## src/common/st_link_pkg.sv

```systemverilog
////////////////////////////////////////////////////////////
// Streaming link widths and vector types, the link word
// and PHY beat structs, online qualifier FSM states
////////////////////////////////////////////////////////////

package st_link_pkg;

  ////////////////////////////////////////////////////////////
  // Widths

  // User stream
  localparam int DATA_W = 256;
  localparam int KEEP_W = 32;

  // Link word is tlast + keep + data
  localparam int WORD_W = 1 + KEEP_W + DATA_W;

  // One PHY channel
  localparam int PHY_W = 160;

  // Push and strobe take the two low bits of channel 0
  localparam int PHY0_WORD_W = PHY_W - 2;
  // Remainder of the word goes to the low end of channel 1
  localparam int PHY1_WORD_W = WORD_W - PHY0_WORD_W;

  // Credit and status counters
  localparam int CRED_W     = 8;
  localparam int PUSH_CNT_W = 8;
  localparam int DBG_W      = 32;

  // Online delay counts
  localparam int DLY_W = 16;

  // Alignment strobe, one pulse per period while offline
  localparam int STB_PERIOD = 8;
  localparam int STB_CNT_W  = $clog2(STB_PERIOD);

  ////////////////////////////////////////////////////////////
  // Vector types

  typedef logic [DATA_W-1:0] st_data_t;
  typedef logic [KEEP_W-1:0] st_keep_t;
  typedef logic [CRED_W-1:0] cred_t;
  typedef logic [DLY_W-1:0]  dly_t;
  typedef logic [PHY_W-1:0]  phy_t;

  ////////////////////////////////////////////////////////////
  // Structs and enums

  // Link word, tlast in the top bit
  typedef struct packed {
    logic     tlast;
    st_keep_t keep;
    st_data_t data;
  } st_word_t;

  // Beat handed to the PHY mapper
  typedef struct packed {
    st_word_t word;
    logic     push;
    logic     stb;
  } tx_beat_t;

  // Online qualifier states
  typedef enum logic [1:0] {
    OFFLINE,
    COUNT,
    ONLINE
  } sync_state_e;

endpackage

```

## src/ll/ll_auto_sync.sv

```systemverilog
////////////////////////////////////////////////////////////
// Online qualifier delay FSMs and alignment strobe
////////////////////////////////////////////////////////////

`timescale 1ns/1ps

module ll_auto_sync (
  input  logic              clk_wr,
  input  logic              rst,
  input  logic              tx_online,
  input  logic              rx_online,
  input  st_link_pkg::dly_t delay_x_value,
  input  st_link_pkg::dly_t delay_y_value,
  output logic              tx_online_delay,
  output logic              rx_online_delay,
  output logic              tx_auto_stb
);
  import st_link_pkg::*;

  // Slot 0 qualifies rx_online, slot 1 qualifies tx_online
  logic [1:0]           qual_in;
  logic [1:0]           qual_out;
  dly_t                 qual_dly [2];
  logic [STB_CNT_W-1:0] phase_q;

  assign qual_dly[0] = delay_x_value;
  assign qual_dly[1] = delay_y_value;

  // Transmit side waits for the delayed receive qualifier
  assign qual_in[0] = rx_online;
  assign qual_in[1] = tx_online & qual_out[0];

  ////////////////////////////////////////////////////////////
  // Delay FSMs

  for (genvar g = 0; g < 2; g++) begin : g_qual
    sync_state_e state_q;
    dly_t        cnt_q;

    always_ff @(posedge clk_wr) begin
      if (rst) begin
        state_q <= OFFLINE;
        cnt_q   <= '0;
      end else if (!qual_in[g]) begin
        // Input low drops the qualifier next cycle
        state_q <= OFFLINE;
      end else begin
        case (state_q)
          OFFLINE: begin
            // First cycle the input is seen high
            cnt_q <= qual_dly[g];
            if (qual_dly[g] == '0) begin
              state_q <= ONLINE;
            end else begin
              state_q <= COUNT;
            end
          end
          COUNT: begin
            cnt_q <= cnt_q - 1'b1;
            if (cnt_q == dly_t'(1)) begin
              state_q <= ONLINE;
            end
          end
          ONLINE: begin
            state_q <= ONLINE;
          end
          default: begin
            state_q <= OFFLINE;
          end
        endcase
      end
    end

    assign qual_out[g] = (state_q == ONLINE);
  end

  assign rx_online_delay = qual_out[0];
  assign tx_online_delay = qual_out[1];

  ////////////////////////////////////////////////////////////
  // Alignment strobe

  // Free-running phase, wraps every STB_PERIOD cycles
  always_ff @(posedge clk_wr) begin
    if (rst) begin
      phase_q <= '0;
    end else if (phase_q == STB_CNT_W'(STB_PERIOD - 1)) begin
      phase_q <= '0;
    end else begin
      phase_q <= phase_q + 1'b1;
    end
  end

  // Periodic pulse while offline, held high once online
  assign tx_auto_stb = tx_online_delay | (phase_q == '0);

endmodule

```

## src/ll/ll_transmit.sv

```systemverilog
////////////////////////////////////////////////////////////
// One-entry transmit register, credit counter,
// push strobe and debug status word
////////////////////////////////////////////////////////////

`timescale 1ns/1ps

module ll_transmit (
  input  logic                          clk_wr,
  input  logic                          rst,
  input  logic                          tx_online,
  input  st_link_pkg::cred_t            init_credit,
  input  st_link_pkg::st_word_t         user_word,
  input  logic                          user_valid,
  output logic                          user_ready,
  input  logic                          rx_credit,
  output st_link_pkg::tx_beat_t         tx_beat,
  output logic [st_link_pkg::DBG_W-1:0] debug_status
);
  import st_link_pkg::*;

  // Delayed online, for the credit load edge
  logic                  online_q;
  logic                  accept;
  cred_t                 cred_q;
  logic [PUSH_CNT_W-1:0] push_cnt_q;

  // Output register
  st_word_t              word_q;
  logic                  push_q;

  ////////////////////////////////////////////////////////////
  // User handshake

  // Register drains every cycle, so only online and credits gate ready
  assign user_ready = tx_online & (cred_q != '0);
  assign accept     = user_valid & user_ready;

  ////////////////////////////////////////////////////////////
  // Credit counter

  always_ff @(posedge clk_wr) begin
    if (rst) begin
      online_q <= 1'b0;
      cred_q   <= '0;
    end else begin
      online_q <= tx_online;
      if (!tx_online) begin
        // Pool is empty while offline
        cred_q <= '0;
      end else if (!online_q) begin
        // Cycle after online rises
        cred_q <= init_credit;
      end else begin
        case ({accept, rx_credit})
          2'b10: begin
            cred_q <= cred_q - 1'b1;
          end
          2'b01: begin
            cred_q <= cred_q + 1'b1;
          end
          default: begin
            // Take and return cancel out
            cred_q <= cred_q;
          end
        endcase
      end
    end
  end

  ////////////////////////////////////////////////////////////
  // Transmit register and push strobe

  // One pulse per accepted word
  always_ff @(posedge clk_wr) begin
    if (rst) begin
      push_q <= 1'b0;
    end else begin
      push_q <= accept;
    end
  end

  always_ff @(posedge clk_wr) begin
    if (accept) begin
      word_q <= user_word;
    end
  end

  // Strobe lane filled in at the top from auto sync
  assign tx_beat.word = word_q;
  assign tx_beat.push = push_q;
  assign tx_beat.stb  = 1'b0;

  ////////////////////////////////////////////////////////////
  // Debug status

  // Words taken, wraps at 256
  always_ff @(posedge clk_wr) begin
    if (rst) begin
      push_cnt_q <= '0;
    end else if (accept) begin
      push_cnt_q <= push_cnt_q + 1'b1;
    end
  end

  // Credits low byte, pushes next byte, online at bit 16
  assign debug_status = {
    {(DBG_W - PUSH_CNT_W - CRED_W - 1){1'b0}},
    tx_online,
    push_cnt_q,
    cred_q
  };

endmodule

```

## src/verilog/st_phy_map.sv

```systemverilog
////////////////////////////////////////////////////////////
// Link word to PHY lane split, credit return sample
////////////////////////////////////////////////////////////

`timescale 1ns/1ps

module st_phy_map (
  input  logic                  clk_wr,
  input  logic                  rst,
  input  st_link_pkg::tx_beat_t tx_beat,
  output st_link_pkg::phy_t     tx_phy0,
  output st_link_pkg::phy_t     tx_phy1,
  input  st_link_pkg::phy_t     rx_phy0,
  output logic                  rx_credit
);
  import st_link_pkg::*;

  logic [WORD_W-1:0] word_bits;
  phy_t              phy0_d;
  phy_t              phy1_d;

  assign word_bits = tx_beat.word;

  ////////////////////////////////////////////////////////////
  // Lane split

  // Channel 0 is push at bit 0, strobe at bit 1, low word bits above
  assign phy0_d = {word_bits[PHY0_WORD_W-1:0], tx_beat.stb, tx_beat.push};

  // Channel 1 is upper word bits, zero padded
  assign phy1_d = {
    {(PHY_W - PHY1_WORD_W){1'b0}},
    word_bits[WORD_W-1:PHY0_WORD_W]
  };

  always_ff @(posedge clk_wr) begin
    if (rst) begin
      tx_phy0 <= '0;
      tx_phy1 <= '0;
    end else begin
      tx_phy0 <= phy0_d;
      tx_phy1 <= phy1_d;
    end
  end

  ////////////////////////////////////////////////////////////
  // Credit return

  // One pulse per credit on bit 0
  always_ff @(posedge clk_wr) begin
    if (rst) begin
      rx_credit <= 1'b0;
    end else begin
      rx_credit <= rx_phy0[0];
    end
  end

endmodule

```

## src/verilog/st_link_master_top.sv

```systemverilog
////////////////////////////////////////////////////////////
// Streaming link transmit top, user stream pack,
// auto sync, transmit and PHY mapping blocks
////////////////////////////////////////////////////////////

`timescale 1ns/1ps

module st_link_master_top (
  input  logic                          clk_wr,
  input  logic                          rst,

  // Link control
  input  logic                          tx_online,
  input  logic                          rx_online,
  input  st_link_pkg::cred_t            init_st_credit,

  // PHY channels
  output st_link_pkg::phy_t             tx_phy0,
  input  st_link_pkg::phy_t             rx_phy0,
  output st_link_pkg::phy_t             tx_phy1,
  input  st_link_pkg::phy_t             rx_phy1,

  // AXI-stream user channel
  input  st_link_pkg::st_keep_t         user_tkeep,
  input  st_link_pkg::st_data_t         user_tdata,
  input  logic                          user_tlast,
  input  logic                          user_tvalid,
  output logic                          user_tready,

  // Status
  output logic [st_link_pkg::DBG_W-1:0] tx_st_debug_status,

  // Online delays, receive then transmit
  input  st_link_pkg::dly_t             delay_x_value,
  input  st_link_pkg::dly_t             delay_y_value
);
  import st_link_pkg::*;

  st_word_t user_word;
  tx_beat_t tx_beat;
  tx_beat_t phy_beat;
  logic     tx_online_delay;
  logic     rx_online_delay;
  logic     tx_auto_stb;
  logic     rx_credit;

  // Pack the stream into a link word
  assign user_word = '{tlast: user_tlast, keep: user_tkeep, data: user_tdata};

  ////////////////////////////////////////////////////////////
  // Online sequencing

  ll_auto_sync i_auto_sync (
    .clk_wr          (clk_wr),
    .rst             (rst),
    .tx_online       (tx_online),
    .rx_online       (rx_online),
    .delay_x_value   (delay_x_value),
    .delay_y_value   (delay_y_value),
    .tx_online_delay (tx_online_delay),
    .rx_online_delay (rx_online_delay),
    .tx_auto_stb     (tx_auto_stb)
  );

  ////////////////////////////////////////////////////////////
  // Transmit and credits

  ll_transmit i_transmit (
    .clk_wr       (clk_wr),
    .rst          (rst),
    .tx_online    (tx_online_delay),
    .init_credit  (init_st_credit),
    .user_word    (user_word),
    .user_valid   (user_tvalid),
    .user_ready   (user_tready),
    .rx_credit    (rx_credit),
    .tx_beat      (tx_beat),
    .debug_status (tx_st_debug_status)
  );

  // Merge the alignment strobe into the beat
  assign phy_beat = '{word: tx_beat.word, push: tx_beat.push, stb: tx_auto_stb};

  ////////////////////////////////////////////////////////////
  // PHY mapping, rx_phy1 is reserved

  st_phy_map i_phy_map (
    .clk_wr    (clk_wr),
    .rst       (rst),
    .tx_beat   (phy_beat),
    .tx_phy0   (tx_phy0),
    .tx_phy1   (tx_phy1),
    .rx_phy0   (rx_phy0),
    .rx_credit (rx_credit)
  );

endmodule

```

## config.mk

```make
export PLATFORM = sky130hd
export DESIGN_NAME = st_link_master_top
export DESIGN_NICKNAME = d
export VERILOG_FILES = /design/src/common/st_link_pkg.sv /design/src/ll/ll_auto_sync.sv /design/src/ll/ll_transmit.sv /design/src/verilog/st_phy_map.sv /design/src/verilog/st_link_master_top.sv
export SDC_FILE = /design/constraint.sdc
export NUM_CORES = 1
export LEC_CHECK = 0
export ABC_CLOCK_PERIOD_IN_PS = 6800
export CAP_MARGIN = 20
export CORE_AREA = 5 5 386 388
export CTS_BUF_LIST = sky130_fd_sc_hd__clkbuf_8
export DETAILED_ROUTE_END_ITERATION = 10
export DIE_AREA = 0 0 391 393
export DONT_BUFFER_PORTS = 1
export PLACE_DENSITY_LB_ADDON = 0.12
export REMOVE_ABC_BUFFERS = 1
export SETUP_SLACK_MARGIN = 0.4
export SLEW_MARGIN = 10
export SYNTH_ARGS = -nofsm -noshare
export SYNTH_HDL_FRONTEND = slang
export SYNTH_HIERARCHICAL = 1
export SYNTH_SLANG_ARGS = --single-unit
```

## constraint.sdc

```tcl
create_clock -name clk_wr -period 6.8 [get_ports clk_wr]
set_input_delay 1.7 -clock clk_wr [delete_from_list [all_inputs] [get_ports clk_wr]]
set_output_delay 1.7 -clock clk_wr [all_outputs]
set_load 0.005 [all_outputs]
```

Yosys cells after proc, flatten, opt, wreduce, memory -nomap -nowiden
Cells that the tools add are included.
- equality and inequality tests: 12
- bitwise operators: 7
- add/sub/neg operators: 6
- multiplexer cells: 10
- reductions and logical operators: 14
- operators by type and width (kind ; number):
    one-hot mux 16 bit (2 select lines) ; 2
    == test 16 x 1 -> 1 bit (second input constant) ; 2
    zero test 16 bit ; 2
    subtractor 16 x 1 -> 16 bit (second input constant) ; 2
    adder 8 x 1 -> 8 bit (second input constant) ; 2
    one-hot mux 8 bit (2 select lines) ; 1
    one-hot mux 2 bit (3 select lines) ; 2
    2-to-1 mux 2 bit ; 4
    2-to-1 mux 8 bit ; 1
    nonzero test 8 bit ; 1
    OR reduction 2 bit ; 4
    subtractor 8 x 1 -> 8 bit (second input constant) ; 1
    == test 2 x 1 -> 1 bit (second input constant) ; 3
    == test 2 bit (second input constant) ; 3
    zero test 2 bit ; 2
    inequality test 2 x 1 -> 1 bit (second input constant) ; 2
    AND reduction 2 bit ; 2
    nonzero test 2 bit ; 2
    adder 3 x 1 -> 3 bit (second input constant) ; 1
    bitwise AND 1 bit ; 3
    == test 3 bit (second input constant) ; 1
    zero test 3 bit ; 1
    inequality test 3 bit (second input constant) ; 1
    inverter 1 bit ; 3
    bitwise OR 1 bit ; 1
- register bits after elaboration: 667
- output and inout port bits: 353
- logic and storage cells: 65
- input bits: 654

Logic depth before layout (Yosys ltp)
- depth in word-level cells: 6
- gate-level depth with buffers: 12
- gate-level depth less buffers: 10

Hierarchy
The synthesis kept the hierarchy.
- by module, submodules not included (module ; area each (um^2) ; times used ; cells an instance ; seq. area each (um^2)):
    ll_transmit ; 9970.8 ; 1 ; 437 ; 9038.7
    st_phy_map ; 8052.7 ; 1 ; 646 ; 5845.6
    ll_auto_sync ; 2516.2 ; 1 ; 329 ; 780.7

Least setup slack after synthesis
OpenSTA, ideal clock, no wires.
- path type: input to register
- start point: input user_tvalid
- end point: register i_transmit.cred_q[5]
- data required time: 6.709 ns
- library setup time: 0.091 ns
- path slack: 0.992 ns
- buffers on the path: 2
- cell stages on the path: 10
- arrival: 5.717 ns
- cells stage by stage: o211a_1 > buf_6 > buf_4 > nand2b_1 > ha_1 > a21oi_1 > nand2_1 > a31oi_1 > mux2_2 > a311oi_1
- cells in the longest elaborated chain, start to end: 4
- elaborated cells between the ends (all ways): 6
- those cells by class: 3 x eq/ne; 2 x mux; 1 x bitwise
- RTL lines (element ; line ; text):
    start, declared ; st_link_master_top.sv:27 ; input logic user_tvalid,
    bitwise AND 1 bit (*) ; ll_transmit.sv:37 ; assign accept = user_valid & user_ready;
    named net i_transmit.accept ; ll_transmit.sv:24 ; logic accept;
    == test 2 x 1 -> 1 bit / == test 2 bit (equally long branches) ; ll_transmit.sv:55 ; case ({accept, rx_credit})
    one-hot mux 8 bit (2 select lines) ; ll_transmit.sv:55 ;
    2-to-1 mux 8 bit ; ll_transmit.sv:51 ; end else if (!online_q) begin
    end signal, assigned ; ll_transmit.sv:53 ; cred_q <= init_credit;
    end signal, assigned ; ll_transmit.sv:57 ; cred_q <= cred_q - 1'b1;
    end signal, assigned ; ll_transmit.sv:60 ; cred_q <= cred_q + 1'b1;
    end, declared ; ll_transmit.sv:25 ; cred_t cred_q;
The timed path passes the listed nets; every way through them passes the cells marked *.
A chain may end at the register's enable or synchronous reset.

Final worst setup path
- start point: register i_transmit.cred_q[7]
- end point: output user_tready
- cells in the longest elaborated chain, start to end: 2
- RTL lines (element ; line ; text):
    nonzero test 8 bit ; ll_transmit.sv:36 ; assign user_ready = tx_online & (cred_q != '0);
    bitwise AND 1 bit ; ll_transmit.sv:36 ;
    end, declared ; st_link_master_top.sv:28 ; output logic user_tready,
No other way between the ends.

==> flow_summary.toml <==
[status]
status = "complete, no violations"

[floorplan]
rows = 140
fp.coreArea_um2 = 145000
die_area_um2 = 154000
start_util = 0.142
boundaryPins = 1007
dieWidth_um = 391
die_h_um = 393

[pwr]
p_sw_mw = 1.99
p_per_area_nw_per_um2 = 339
vdd_drop_max_mv = 0.170
p_int_mw = 6.62
p_comb_frac = 0.017
p_clk_frac = 0.504
switching_share = 0.231
power_leakage_nw = 8.81
pwr-share-seq = 0.479

[sta]
clock_skew_ps = 82.2
maxSlewHeadroom = 0.360
slew_viol_final = 0
clock.fmax_ghz = 0.261
layout_worst_path_cycle_share = 0.563
setup_viol = 0
worst_pin_slew_ps = 960
rsz0062_at_grt = "false"
hold_violations = 0
min_period_ps = 3830

[flow_run]
maxCapViolCount = 0

[place]
place_congestion = 0.758
dpl.cell_count = 3272
dp_hpwl_um = 48000
portBuffers = 0
place_area_um2 = 22500

[global_routing]
antenna_found_initial = 48
grt_pass1_wl_um = 92000
grt_pass1_vias = 11500
grt_max_degree = 340
gr-total-overflow = 0
grt_util_all_layers = 0.0854

[route]
routed_via_density = 3.14
vias = 11100
wl_um = 69000
antenna_left = 0
wire_per_inst_um = 19.6
dr.pass1.iters = 5
drtIter0Drc = 431
drc_errors = 0

[clocking]
cts_hold_buffers = 0
cts_tree = "done"
cts_sinks = 638
clk_latency_ps = 880
post_cts_resize_count = 0
cts_root_buf = "clkbuf_8"
path_clk_slew_ps = 60
clock_path_buffers = 3
htree_levels = 3
cts_setup_buffers = 0
cts_made_buffers = 120

[finish]
layout_common_cells = "dfxtp_1 (349), nor2b_1 (295), edfxtp_1 (289), clkbuf_8 (134), inv_1 (60)"
fin_area_um2 = 25400
nets = 2156
syn2layout_area_growth_pct = 23.8
mostFrequentLayoutCell = "dfxtp_1"
drive_above_1_share = 0.127
fin_cells = 3524
n_fill_cell = 15800

[setup_path]
path_class = "reg2out"
critical_path_arrival_ps = 2130
start_kind = "flip-flop"
critPathCaptureType = "output port"
worstPathMaxFanout = 6
crit_required_ps = 5100

[min_path]
min_path_type = "reg2reg"

[yosys]
yosysWarnings = 6
netlist_area_um2 = 20500
syn_inst = 1411
syn_area_per_cell_um2 = 14.6
metal layers:
layer,GRT usage,vias to the layer above,part of all wire
met1,0.0840,5195,0.35
met2,0.129,658,0.44
met5,0,-,0.0037
met3,0.0772,180,0.18
met4,0.0305,38,0.030
li1,-,5000,-
per-stage QoR:
stage	power (mW)	setup TNS (ps)	utilization	hold WS [ps]	setup WS, ps
2_1_floorplan	4.29	-480670	-	414	-2980
3_3_place_gp	4.36	0	0.155	429	2300
3_5_place_dp	4.36	0	0.155	436	2230
4_1_cts	8.88	0	0.175	447	2820
5_1_grt	9.06	0	0.175	462	2810
6_report	8.61	0	0.175	447	2970
critical path, cell delays in order, from the launching register on:
cell,delay [ps]
dfxtp_1,380
or4_1,640
o21a_1,280
registers in the layout (all words and copies together), names as in the netlist:
register                    count
i_auto_sync/g_qual.cnt_q       32
i_auto_sync/g_qual.state_q      4
i_auto_sync/phase_q             3
i_phy_map/rx_credit             1
i_phy_map/tx_phy0             160
i_phy_map/tx_phy1             131
i_transmit/cred_q               8
i_transmit/online_q             1
i_transmit/push_cnt_q           8
i_transmit/push_q               1
i_transmit/tx_beat            289
power by group through the flow:
| stage | clock network (mW) | logic, mW | registers [mW] |
|---|---|---|---|
| global route | 4.76 | 0.170 | 4.13 |
| floorplan | 0 | 0.114 | 4.17 |
| CTS | 4.61 | 0.151 | 4.12 |
| finish | 4.34 | 0.149 | 4.12 |
| detailed placement | 0 | 0.151 | 4.20 |
| global placement | 0 | 0.149 | 4.21 |
path summary, 6_finish.rpt:
kind                                                                    start                                end  cells after the start  slack [ps]
worst max-delay path                        i_transmit/cred_q[7]$_SDFFE_PP0P_                        user_tready                      2        2970
worst min-delay path                         i_transmit/tx_beat[25]$_DFFE_PP_   i_phy_map/tx_phy0[25]$_SDFF_PP0_                      1         450
worst max register to register  i_auto_sync/g_qual[1].state_q[0]$_SDFFE_PP0P_  i_transmit/tx_beat[118]$_DFFE_PP_                      5        3150
worst min register to register               i_transmit/tx_beat[25]$_DFFE_PP_   i_phy_map/tx_phy0[25]$_SDFF_PP0_                      1         450
final cells by class:
| cell class | count | area, um^2 | share of cell area |
|---|---|---|---|
| antenna | 22 | 55.1 | 0.00217 |
| multi-input combinational | 689 | 4330 | 0.170 |
| tap | 1917 | 2400 | 0.0943 |
| sequential | 638 | 15700 | 0.616 |
| inverter | 21 | 78.8 | 0.00310 |
| timing repair buffer | 8 | 72.6 | 0.00285 |
| clock inverter | 95 | 981 | 0.0386 |
| clock buffer | 134 | 1840 | 0.0725 |
Power figures use the tool's default switching activity.
